`src/logic/gemm_defs.svh`:
```
//##################################################
// gemm accelerator constants
// tile geometry, element width, burst shape, read IDs
//##################################################

`ifndef GEMM_DEFS_SVH
`define GEMM_DEFS_SVH

// array is square, one PE per output element
`define GEMM_SA_WIDTH 4

// signed element width in bits
`define GEMM_DW 32

// one tile per burst, one element per beat
`define GEMM_BURST_LEN 16
`define GEMM_TILE_BYTES 64

// read IDs, A always requested first
`define GEMM_ID_A 0
`define GEMM_ID_B 1

`endif

```
`src/logic/gemm_pkg.sv`:
```
//##################################################
// gemm accelerator types
// elements, buffer rows, result tile, DMA FSM states
//##################################################

`include "gemm_defs.svh"

package gemm_pkg;

    typedef logic signed [`GEMM_DW-1:0] elem_t;

    // word n at bit offset 32*n
    typedef logic [`GEMM_SA_WIDTH*`GEMM_DW-1:0] buf_row_t;
    typedef logic [$clog2(`GEMM_SA_WIDTH)-1:0] buf_addr_t;

    // element i*4+j at bit offset 32*(i*4+j)
    typedef logic [`GEMM_SA_WIDTH*`GEMM_SA_WIDTH*`GEMM_DW-1:0] c_tile_t;

    typedef enum logic [2:0] {
        IDLE,
        ADDR_A,
        ADDR_B,
        LOAD,
        WAIT_MM,
        ADDR_C,
        WRITE_C,
        WAIT_B
    } dma_state_t;

endpackage

```
`src/logic/tile_buffer.sv`:
```
//##################################################
// tile buffer
// four 128-bit rows, one write port, registered read
//##################################################

module tile_buffer
    import gemm_pkg::*;
(
    input  logic      clk,

    input  logic      wren_i,
    input  buf_addr_t waddr_i,
    input  buf_row_t  wdata_i,

    input  buf_addr_t raddr_i,
    output buf_row_t  rdata_o
);

    buf_row_t mem [4];

    always_ff @(posedge clk) begin
        if (wren_i) begin
            mem[waddr_i] <= wdata_i;
        end
        // one cycle read latency
        rdata_o <= mem[raddr_i];
    end

endmodule

```
`config.mk`:
```
export PLATFORM = sky130hd
export DESIGN_NAME = tile_buffer
export DESIGN_NICKNAME = d
export VERILOG_FILES = /design/src/logic/gemm_pkg.sv /design/src/logic/tile_buffer.sv
export VERILOG_INCLUDE_DIRS = /design/src /design/src/logic
export SDC_FILE = /design/constraint.sdc
export NUM_CORES = 1
export LEC_CHECK = 0
export ABC_AREA = 1
export BUFFER_PORTS_ARGS = -buffer_cell sky130_fd_sc_hd__clkbuf_2
export CAP_MARGIN = 30
export CELL_PAD_IN_SITES_DETAIL_PLACEMENT = 0
export CELL_PAD_IN_SITES_GLOBAL_PLACEMENT = 1
export CORE_MARGIN = 5
export CORE_UTILIZATION = 35
export CTS_CLUSTER_DIAMETER = 150
export CTS_CLUSTER_SIZE = 14
export DETAILED_ROUTE_END_ITERATION = 10
export HOLD_SLACK_MARGIN = 0.1
export PLACE_DENSITY = 0.58
export SETUP_SLACK_MARGIN = 0.5
export SKIP_LAST_GASP = 1
export SLEW_MARGIN = 20
export SYNTH_ARGS = -nofsm -noshare
export SYNTH_HDL_FRONTEND = slang
export SYNTH_SLANG_ARGS = --single-unit
```
`constraint.sdc`:
```
create_clock -name clk -period 19.65 [get_ports clk]
set_input_delay 2.9475 -clock clk [delete_from_list [all_inputs] [get_ports clk]]
set_output_delay 2.9475 -clock clk [all_outputs]
set_load 0.05 [all_outputs]
```
==> results.yml <==
run_status:
  outcome: "completed"
critical_path:
  path_delay_family: "buffers and inverters"
  crit_start: "raddr_i[0]"
  cp.arrival_ns: 5.13
  crit_chain: "clkbuf_8 -> inv_8 -> buf_16 -> buf_4 -> buf_16 -> nand2_1 -> nand3_1 -> nand2_1"
  crit_slowest_cell: "buf_16"
  cp_max_fo: 118
  rr_startpoint: "mem[0][39]"
  cp_num_buf_inv: 5
  worstSetupStartpointType: "input port"
  cp.required_ns: 20.12
  worstSetupEndpointType: "register"
  critical_path_class: "in2reg"
  critPathMaxStageDelay_ns: 0.45
logic_synthesis:
  ys_warn_count: 0
  synthTopCellsByArea: "edfxtp_1, dfxtp_1, nand2_1, inv_1, nand3_1"
  ys_ff_latch: 640
  yosysTopAreaCellShare: 0.635
  syn_nets: 2276
  synth.yosys.seq_area_share: 0.741
  synth_top_area_cell: "edfxtp_1"
  netlist_area_mm2: 0.0242
  synth.distinct_cells: 10
  syn_area_per_cell_um2: 11.3
  synth_cells: 2142
routing:
  dr.first_iter.drc_count: 772
  vias: 14167
  vias_per_cell: 4.22
  drc: 0
  antenna_left: 0
  wirelength_mm: 55.6
  routedWlPerCell_um: 16.5
  first_pass_iters: 5
cts:
  cts_tree: "done"
  insertion_delay_ns: 0.59
  clock-root-buffer: "clkbuf_16"
  h-tree-depth: 2
  cts-hold-fix-buffers: 0
  clock_path_buffers: 3
  postCtsSetupRepairBufs: 0
  clkSinkCount: 640
  path_clk_slew_ns: 0.07
  post_cts_resized: 0
  cts_made_buffers: 51
sta:
  finalSetupViolCount: 0
  grt_setup_unrepaired: "no"
  period_share: 0.237
  hold_viol_final: 0
  worst_hold_slack_ns: 0.526
  tns_ns: 0
  tightest_slew_ns: 0.959
  relSlewSlack: 0.361
  finalClockSkew_ns: 0.0192
  min_period_ns: 4.65
  slew_viol_final: 0
  fmax_ghz: 0.215
global_route:
  grt_pass1_vias: 13819
  track_usage: 0.148
  grt_start_max_net_pins: 129
  antenna_found_initial: 8
  grt_pass1_wl_mm: 84.9
  overflow: 0
floorplan:
  fp-row-count: 96
  die_x_um: 273
  floorplan.initialDensity: 0.353
  dieArea_mm2: 0.0746
  die_h_um: 273
  core_mm2: 0.0686
  pin_count: 262
hold_path:
  min_from: "mem[0][104]"
  hold_path_class: "reg2reg"
flow_run:
  drv_cap: 0
cells_and_area:
  syn2layout_area_growth_pct: 15.0
  fin_nets: 2519
  nFillCells: 6449
  drive_gt1_frac: 0.138
pwr:
  vdd_ir_drop_max_mv: 0.0721
  powerDensity_mw_per_mm2: 101
  p_leak_nw: 12.6
placed_design:
  port_buffers: 261
  place.gp.congestion: 0.707
  place_hpwl_mm: 30.0
-- worst min-delay path, stage by stage, from the launching register on --
cell	delay, ns
edfxtp_1	0.32
inv_1	0.03
nand2_1	0.05
nand3_1	0.06
nand2_1	0.05
-- cell usage after synthesis (all sizes together) --
cell type / instances
inv: 517
buf: 85
nor3: 4
nand3: 256
nand2: 640
dfxtp: 128
edfxtp: 512
-- cell usage in the layout (no fill, tap or decap), drive strengths merged --
master,netlist,layout
bufinv,0,1
diode,0,2
nor3,4,4
clkbuf,0,353
dfxtp,128,128
nand3,256,256
buf,85,15
inv,517,517
nand2,640,640
edfxtp,512,512
-- layout make-up --
class,count,area [um2],share of cell area
inverter,517,1950,0.0701
tap,931,1160,0.0418
clock buffer,93,1480,0.0530
clock inverter,1,30.0,0.00108
antenna,2,5.00,0.000180
sequential,640,17900,0.644
timing repair buffer,275,1560,0.0559
multi-input combinational,900,3720,0.134
-- logic make-up (layout without fill, tap and decap cells) --
family / after synthesis / count (layout) / share of synthesized area
other cells: 0 / 2 / 0
simple gates: 900 / 900 / 0.153
buf+inv: 602 / 886 / 0.107
flops: 640 / 640 / 0.741
-- flip-flops by register name, summed over array words and instances (netlist names) --
name	count
mem	512
rdata_o	128
-- through the flow --
| step | std cells | util | power [mW] | instance area, um2 | setup WS, ns |
|---|---|---|---|---|---|
| final | 3359 | 0.406 | 2.81 | 27800 | 15.00 |
| after global placement | 3259 | 0.382 | 1.87 | 26200 | 14.15 |
| after CTS | 3356 | 0.406 | 2.86 | 27800 | 14.81 |
| after floorplan | 2142 | - | 1.79 | 24200 | 7.09 |
| after global routing | 3358 | 0.406 | 2.94 | 27800 | 14.86 |
| after detailed placement | 3262 | 0.384 | 1.87 | 26300 | 14.17 |
-- layer usage --
metal	GRT usage	up-vias	part of all wire
met5	0	-	0.0010
met4	0.0311	10	0.015
met3	0.0320	70	0.047
met2	0.246	230	0.48
met1	0.201	6703	0.46
li1	-	7154	-
-- where the power goes --
group	leakage [nW]	switching [mW]	internal, mW	total (mW)
Clock	0.715	0.457	0.517	0.975
Sequential	5.78	0.0249	1.54	1.57
Combinational	6.14	0.205	0.0614	0.266
Total	12.6	0.687	2.12	2.81
-- worst paths after layout --
kind                                     end  slack (ns)  cells after the start
worst max register to register   rdata_o[39]       18.81                      4
worst max-delay path             rdata_o[76]       15.00                      8
worst min register to register  rdata_o[104]        0.53                      4
worst min-delay path            rdata_o[104]        0.53                      4
Note: power is estimated with default switching activity, not from simulation.
