### src/logic/gemm_defs.svh
//##################################################
// gemm accelerator constants
// tile geometry, element width, burst shape, read IDs
//##################################################

`ifndef GEMM_DEFS_SVH
`define GEMM_DEFS_SVH

// array is square, one PE per output element
`define GEMM_SA_WIDTH 4

// signed element width in bits
`define GEMM_DW 32

// one tile per burst, one element per beat
`define GEMM_BURST_LEN 16
`define GEMM_TILE_BYTES 64

// read IDs, A always requested first
`define GEMM_ID_A 0
`define GEMM_ID_B 1

`endif

### src/logic/axi_pkg.sv
//##################################################
// axi field types
// widths of the AXI channel fields used by the DMA
//##################################################

package axi_pkg;

    // byte address and one 32-bit beat
    typedef logic [31:0] axi_addr_t;
    typedef logic [31:0] axi_data_t;

    typedef logic [3:0] axi_id_t;

    // beats minus one
    typedef logic [7:0] axi_len_t;

    typedef logic [2:0] axi_size_t;
    typedef logic [1:0] axi_burst_t;
    typedef logic [1:0] axi_resp_t;

endpackage

### src/logic/gemm_pkg.sv
//##################################################
// gemm accelerator types
// elements, buffer rows, result tile, DMA FSM states
//##################################################

`include "gemm_defs.svh"

package gemm_pkg;

    typedef logic signed [`GEMM_DW-1:0] elem_t;

    // word n at bit offset 32*n
    typedef logic [`GEMM_SA_WIDTH*`GEMM_DW-1:0] buf_row_t;
    typedef logic [$clog2(`GEMM_SA_WIDTH)-1:0] buf_addr_t;

    // element i*4+j at bit offset 32*(i*4+j)
    typedef logic [`GEMM_SA_WIDTH*`GEMM_SA_WIDTH*`GEMM_DW-1:0] c_tile_t;

    typedef enum logic [2:0] {
        IDLE,
        ADDR_A,
        ADDR_B,
        LOAD,
        WAIT_MM,
        ADDR_C,
        WRITE_C,
        WAIT_B
    } dma_state_t;

endpackage

### src/logic/dma_engine.sv
//##################################################
// gemm DMA engine
// fetches tiles A and B over AXI, starts the array,
// then writes tile C back in one burst
//##################################################

`include "gemm_defs.svh"

module dma_engine
    import axi_pkg::*;
    import gemm_pkg::*;
(
    input  logic       clk,
    input  logic       rst_n,

    // job configuration
    input  axi_addr_t  mat_a_addr_i,
    input  axi_addr_t  mat_b_addr_i,
    input  axi_addr_t  mat_c_addr_i,
    input  logic       start_i,
    output logic       done_o,

    // AR channel
    output logic       arvalid_o,
    input  logic       arready_i,
    output axi_addr_t  araddr_o,
    output axi_id_t    arid_o,
    output axi_len_t   arlen_o,
    output axi_size_t  arsize_o,
    output axi_burst_t arburst_o,

    // R channel
    input  logic       rvalid_i,
    output logic       rready_o,
    input  axi_id_t    rid_i,
    input  axi_data_t  rdata_i,
    input  logic       rlast_i,
    input  axi_resp_t  rresp_i,

    // AW channel
    output logic       awvalid_o,
    input  logic       awready_i,
    output axi_addr_t  awaddr_o,
    output axi_id_t    awid_o,
    output axi_len_t   awlen_o,
    output axi_size_t  awsize_o,
    output axi_burst_t awburst_o,

    // W channel
    output logic       wvalid_o,
    input  logic       wready_i,
    output axi_data_t  wdata_o,
    output logic [3:0] wstrb_o,
    output logic       wlast_o,

    // B channel, response codes not acted on
    input  logic       bvalid_i,
    output logic       bready_o,
    input  axi_id_t    bid_i,
    input  axi_resp_t  bresp_i,

    // tile buffer write ports
    output logic       buf_a_wren_o,
    output buf_addr_t  buf_a_waddr_o,
    output buf_row_t   buf_a_wdata_o,
    output logic       buf_b_wren_o,
    output buf_addr_t  buf_b_waddr_o,
    output buf_row_t   buf_b_wdata_o,

    // multiplier handshake and result
    output logic       mm_start_o,
    input  logic       mm_done_i,
    input  c_tile_t    c_tile_i
);

    localparam axi_len_t   BURST_LEN  = axi_len_t'(`GEMM_BURST_LEN - 1);
    // 4-byte beats, INCR bursts
    localparam axi_size_t  BEAT_SIZE  = 3'd2;
    localparam axi_burst_t BURST_INCR = 2'b01;
    localparam axi_id_t    ID_A       = axi_id_t'(`GEMM_ID_A);
    localparam axi_id_t    ID_B       = axi_id_t'(`GEMM_ID_B);

    dma_state_t state_q;
    dma_state_t state_d;

    logic       beat_a;
    logic       beat_b;
    // beat index within each read burst
    logic [3:0] cnt_a_q;
    logic [3:0] cnt_b_q;
    // last row of each tile handed to its buffer
    logic       fin_a_q;
    logic       fin_b_q;
    // beat index of the C write burst
    logic [3:0] wcnt_q;

    always_comb begin
        state_d = state_q;
        case (state_q)
            IDLE:    if (start_i) state_d = ADDR_A;
            ADDR_A:  if (arready_i) state_d = ADDR_B;
            ADDR_B:  if (arready_i) state_d = LOAD;
            LOAD:    if (fin_a_q && fin_b_q) state_d = WAIT_MM;
            // done still high from the last job while start is out
            WAIT_MM: if (mm_done_i && !mm_start_o) state_d = ADDR_C;
            ADDR_C:  if (awready_i) state_d = WRITE_C;
            WRITE_C: if (wready_i && wlast_o) state_d = WAIT_B;
            WAIT_B:  if (bvalid_i) state_d = IDLE;
            default: state_d = IDLE;
        endcase
    end

    always_ff @(posedge clk) begin
        if (!rst_n) begin
            state_q <= IDLE;
        end else begin
            state_q <= state_d;
        end
    end

    // route read beats by ID
    assign beat_a = rvalid_i && rready_o && (rid_i == ID_A);
    assign beat_b = rvalid_i && rready_o && (rid_i == ID_B);

    always_ff @(posedge clk) begin
        if (!rst_n) begin
            cnt_a_q      <= '0;
            cnt_b_q      <= '0;
            fin_a_q      <= 1'b0;
            fin_b_q      <= 1'b0;
            buf_a_wren_o <= 1'b0;
            buf_b_wren_o <= 1'b0;
            mm_start_o   <= 1'b0;
        end else begin
            // a row is complete on its 4th word
            buf_a_wren_o <= beat_a && (cnt_a_q[1:0] == 2'd3);
            buf_b_wren_o <= beat_b && (cnt_b_q[1:0] == 2'd3);
            // fires while the final row write is on the port
            mm_start_o   <= (state_q == LOAD) && fin_a_q && fin_b_q;
            if (state_q == IDLE) begin
                cnt_a_q <= '0;
                cnt_b_q <= '0;
                fin_a_q <= 1'b0;
                fin_b_q <= 1'b0;
            end
            if (beat_a) begin
                cnt_a_q <= cnt_a_q + 4'd1;
                if (rlast_i) fin_a_q <= 1'b1;
            end
            if (beat_b) begin
                cnt_b_q <= cnt_b_q + 4'd1;
                if (rlast_i) fin_b_q <= 1'b1;
            end
        end
    end

    // word insert, row number taken from the beat count
    always_ff @(posedge clk) begin
        if (beat_a) begin
            buf_a_wdata_o[32*cnt_a_q[1:0] +: 32] <= rdata_i;
            buf_a_waddr_o <= cnt_a_q[3:2];
        end
        if (beat_b) begin
            buf_b_wdata_o[32*cnt_b_q[1:0] +: 32] <= rdata_i;
            buf_b_waddr_o <= cnt_b_q[3:2];
        end
    end

    // C beat counter wraps to 0 after beat 15
    always_ff @(posedge clk) begin
        if (!rst_n) begin
            wcnt_q <= '0;
        end else if (wvalid_o && wready_i) begin
            wcnt_q <= wcnt_q + 4'd1;
        end
    end

    assign done_o    = (state_q == IDLE);

    // A request first, then B
    assign arvalid_o = (state_q == ADDR_A) || (state_q == ADDR_B);
    assign araddr_o  = (state_q == ADDR_B) ? mat_b_addr_i : mat_a_addr_i;
    assign arid_o    = (state_q == ADDR_B) ? ID_B : ID_A;
    assign arlen_o   = BURST_LEN;
    assign arsize_o  = BEAT_SIZE;
    assign arburst_o = BURST_INCR;
    assign rready_o  = (state_q == LOAD);

    assign awvalid_o = (state_q == ADDR_C);
    assign awaddr_o  = mat_c_addr_i;
    assign awid_o    = ID_A;
    assign awlen_o   = BURST_LEN;
    assign awsize_o  = BEAT_SIZE;
    assign awburst_o = BURST_INCR;

    // beat i*4+j carries C[i][j], held until wready
    assign wvalid_o  = (state_q == WRITE_C);
    assign wdata_o   = c_tile_i[32*wcnt_q +: 32];
    assign wstrb_o   = '1;
    assign wlast_o   = (state_q == WRITE_C) && (wcnt_q == 4'd15);
    assign bready_o  = (state_q == WAIT_B);

endmodule

### config.mk
export PLATFORM = sky130hd
export DESIGN_NAME = dma_engine
export DESIGN_NICKNAME = d
export VERILOG_FILES = /design/src/logic/axi_pkg.sv /design/src/logic/gemm_pkg.sv /design/src/logic/dma_engine.sv
export VERILOG_INCLUDE_DIRS = /design/src /design/src/logic
export SDC_FILE = /design/constraint.sdc
export NUM_CORES = 1
export LEC_CHECK = 0
export ABC_AREA = 1
export BUFFER_PORTS_ARGS = -buffer_cell sky130_fd_sc_hd__clkbuf_2
export CELL_PAD_IN_SITES_DETAIL_PLACEMENT = 1
export CELL_PAD_IN_SITES_GLOBAL_PLACEMENT = 1
export CORE_AREA = 2 2 410 412
export DETAILED_ROUTE_END_ITERATION = 8
export DIE_AREA = 0 0 412 414
export PLACE_DENSITY_LB_ADDON = 0.1
export SYNTH_ARGS = -nofsm -noshare
export SYNTH_HDL_FRONTEND = slang
export SYNTH_SLANG_ARGS = --single-unit
### constraint.sdc
create_clock -name clk -period 4.02 [get_ports clk]
set_input_delay 0.402 -clock clk [delete_from_list [all_inputs] [get_ports clk]]
set_output_delay 0.402 -clock clk [all_outputs]
set_load 0.02 [all_outputs]
==> results.txt <==
NetSw -> 2.65 mW
# setup viols final -> 0
worst-skew pair later-pin latency -> 0.56 ns
Core ar. -> 0.166 sq mm
top cells by count, synth -> nor2_1 (484), nand2_1 (264), edfxtp_1 (260)
final WL -> 141000 um
Clock Pin Slew Worst Setup and Hold Paths -> 0.05 ns
R2R cell count -> 6
worst path bufs/invs -> 4
Slew HR -> 18.3%
largest net degree at the start of global routing -> 85
max incr delay on CP -> 0.52 ns
# clock sinks -> 280
Antenna Nets Post-Route -> 0
Peak VDD IR -> 0.225 mV
Hold Crit Class -> in2reg
FF-to-FF Start -> cnt_b_q[1]
hold slack -> 0.104 ns
die footprint -> 0.171 sq mm
DR WL/cell -> 27.8 um
Mapped Area -> 0.0161 sq mm
DR vias -> 17800
Max Root-Sink Buffers -> 3
post-CTS sizing -> 0
Cell Count, Final, Fillers Out -> 5074
top cell type's share of synthesized area -> 48.6%
Placed Cells -> 4990
max_cap viols -> 0
WHS Endpoint -> fin_b_q
reg-to-reg endpoint -> buf_b_wdata_o[28]
Worst Path Required -> 3.62 ns
Core Util, Final -> 14.6%
first-pass GRT wire length -> 184000 um
# DRC -> 0
layout cell share with drive strength beyond 1 -> 38.1%
most frequent cell after synthesis -> nor2_1
Critical Path Sink Type -> output pin
CP arrival -> 3.07 ns
DP Worst Slack -> 1.05 ns
First-pass DRT Iterations -> 4
vias per cell -> 3.50
die width -> 412 um
Crit-path slowest cell -> dfxtp_4
sw frac -> 32.3%
WHS Path Cells -> 3
asr flop ratio synth -> 0%
setup_tns -> 0 ns
number of synthesized register bits -> 280
Starting Density -> 9.67%
crit-path max FO -> 64
Setup WS post-layout -> 0.545 ns
status -> complete, no violations
H-Tree Depth -> 2
worst-margin pin slew -> 1.22 ns
chip height -> 414 um
Leakage -> 10.4 nW
Final Hold Viols -> 0
Avg Inst Size Synth -> 8.22 sq um
unrepaired setup endpoints after global routing -> no
placed inst area -> 0.0231 sq mm
CTS root buf -> clkbuf_16
global placement routability congestion -> 0.881
Synthesis Warnings -> 0
Power per Cell Area -> 338 mW/mm^2
initial antenna violation count -> 60
DR iter-0 viols -> 789
TritonCTS clock tree -> built
Syn Inst Count -> 1955
top cell type by total area after synthesis -> edfxtp_1
Pins Over Slew Limit -> 0
io pins -> 1066
CP Cell Sequence -> buf_12 > buf_12 > o21ai_0 > o22ai_1 > nand2_1 > nand2_1 > inv_1 > nand2_1 > clkbuf_2
Most Frequent Cell on Critical Path -> nand2_1
Post-CTS Setup Inserts -> 0
vias in the first global route -> 19100
Num CTS Buffers -> 39
top cells by area, synth -> edfxtp_1 (49%), nor2_1 (11%), o21ai_0 (7.3%), nand2_1 (6.2%), nor3_1 (4.0%)
Clock Skews -> 0.0195 ns
fin nets -> 3502
hold wc startpoint -> rlast_i
Most used DFF post-synth -> edfxtp_1
Internal -> 5.56 mW
WS Path Type -> reg2out
hold_buf cts -> 0
fin crit period -> 3.47 ns
CP top delay family -> buffers and inverters
clock share of power -> 39.8%
Tot GR Track Use -> 16.0%
Netlist cell types -> 31
# port buffers -> 956
Comb power frac -> 21.3%
Post-synth EDFFs -> 260
Area Overhead vs Synth -> 51.1%
Max Freq -> 288 MHz
num rows -> 150
Reg power frac -> 38.9%
design area -> 0.0243 sq mm
register area share after synthesis -> 51.1%
HPWL Detailed -> 118000 um
total power -> 8.22 mW
Final Cycle Share -> 86.4%
FF-to-FF setup slack -> 1.19 ns
total grt overflow -> 0
crit path launch type -> flip-flop
[registers in the layout, indices dropped and copies added, names as in the netlist]
signal and cells:
buf_b_wren_o 1, wcnt_q 4, state_q 3, buf_a_wren_o 1
buf_b_waddr_o 2, fin_a_q 1, cnt_a_q 4, fin_b_q 1
cnt_b_q 4, buf_b_wdata_o 128, buf_a_wdata_o 128, mm_start_o 1
buf_a_waddr_o 2
[metal layers]
metal	vias up	share of wire, %	wire length [um]	track usage [%]
met5	-	0.36	506	1.05
met4	42	2.2	3160	3.89
met3	166	8.1	11500	5.68
met2	684	51	72500	29.1
met1	8543	38	53600	17.4
li1	8321	-	-	-
[how the worst max path moves through the flow]
stage          startpoint               end  slack, ns  cells after the start
2_1_floorplan  state_q[1]  buf_a_wdata_o[0]       0.99                      7
5_1_grt         wcnt_q[0]       wdata_o[20]       0.39                      9
3_3_place_gp    wcnt_q[0]       wdata_o[17]       1.07                      7
3_5_place_dp    wcnt_q[0]       wdata_o[17]       1.05                      7
6_report        wcnt_q[0]       wdata_o[20]       0.55                      9
4_1_cts         wcnt_q[0]       wdata_o[17]       0.42                      7
[cells in the final DEF, fill, tap and decap left out, types with 6 or more instances in the layout]
| cell type | count |
|---|---|
| nor2_4 | 11 |
| clkbuf_2 | 956 |
| nor3_1 | 130 |
| o21ai_1 | 27 |
| edfxtp_1 | 260 |
| inv_1 | 94 |
| conb_1 | 37 |
| buf_12 | 8 |
| a21oi_1 | 15 |
| clkbuf_16 | 39 |
| diode_2 | 17 |
| clkinv_1 | 11 |
| nand2_1 | 263 |
| clkbuf_1 | 13 |
| nor2_1 | 475 |
| dfxtp_1 | 16 |
| o22ai_1 | 64 |
| buf_4 | 45 |
| o21ai_0 | 235 |
| nand3_1 | 41 |
| inv_2 | 6 |
| ha_1 | 13 |
| o211ai_1 | 65 |
[kinds of logic (layout without fill, tap and decap cells)]
logic type	after synthesis	count (layout)	share of synthesized area, %
and+or+nand+nor	934	934	23.4
AOI/OAI and AO/OA	407	407	14.2
buffers and inverters	318	1181	10.2
DFF	280	280	51.1
adders and majority gates	13	13	1.01
other	2	54	0.0467
xor gates and xnor gates	1	1	0.0545
[worst register-to-register path, cell delays in order, from the launching register on]
cell and delay [ns]:
dfxtp_1 0.46, inv_1 0.13, ha_1 0.39, inv_1 0.09
buf_4 0.33, nand3_2 0.88, nor2_1 0.37
[power by group through the flow]
stage	logic [mW]	registers [mW]	clock network [mW]
finish	1.75	3.20	3.27
global route	1.95	3.20	3.51
CTS	1.84	3.20	3.42
floorplan	0.888	3.24	0
global placement	1.84	3.26	0
detailed placement	1.83	3.26	0
[area by class of cell]
type	count	area, sq um
antenna	17	42.5
clock buffer	52	1020
clock inverter	15	118
fill	20200	142000
inverter	105	402
multi-input combinational	1392	6440
sequential	280	8220
tap	2204	2760
timing repair buffer	1009	5280
Power figures use the tool's default switching activity.
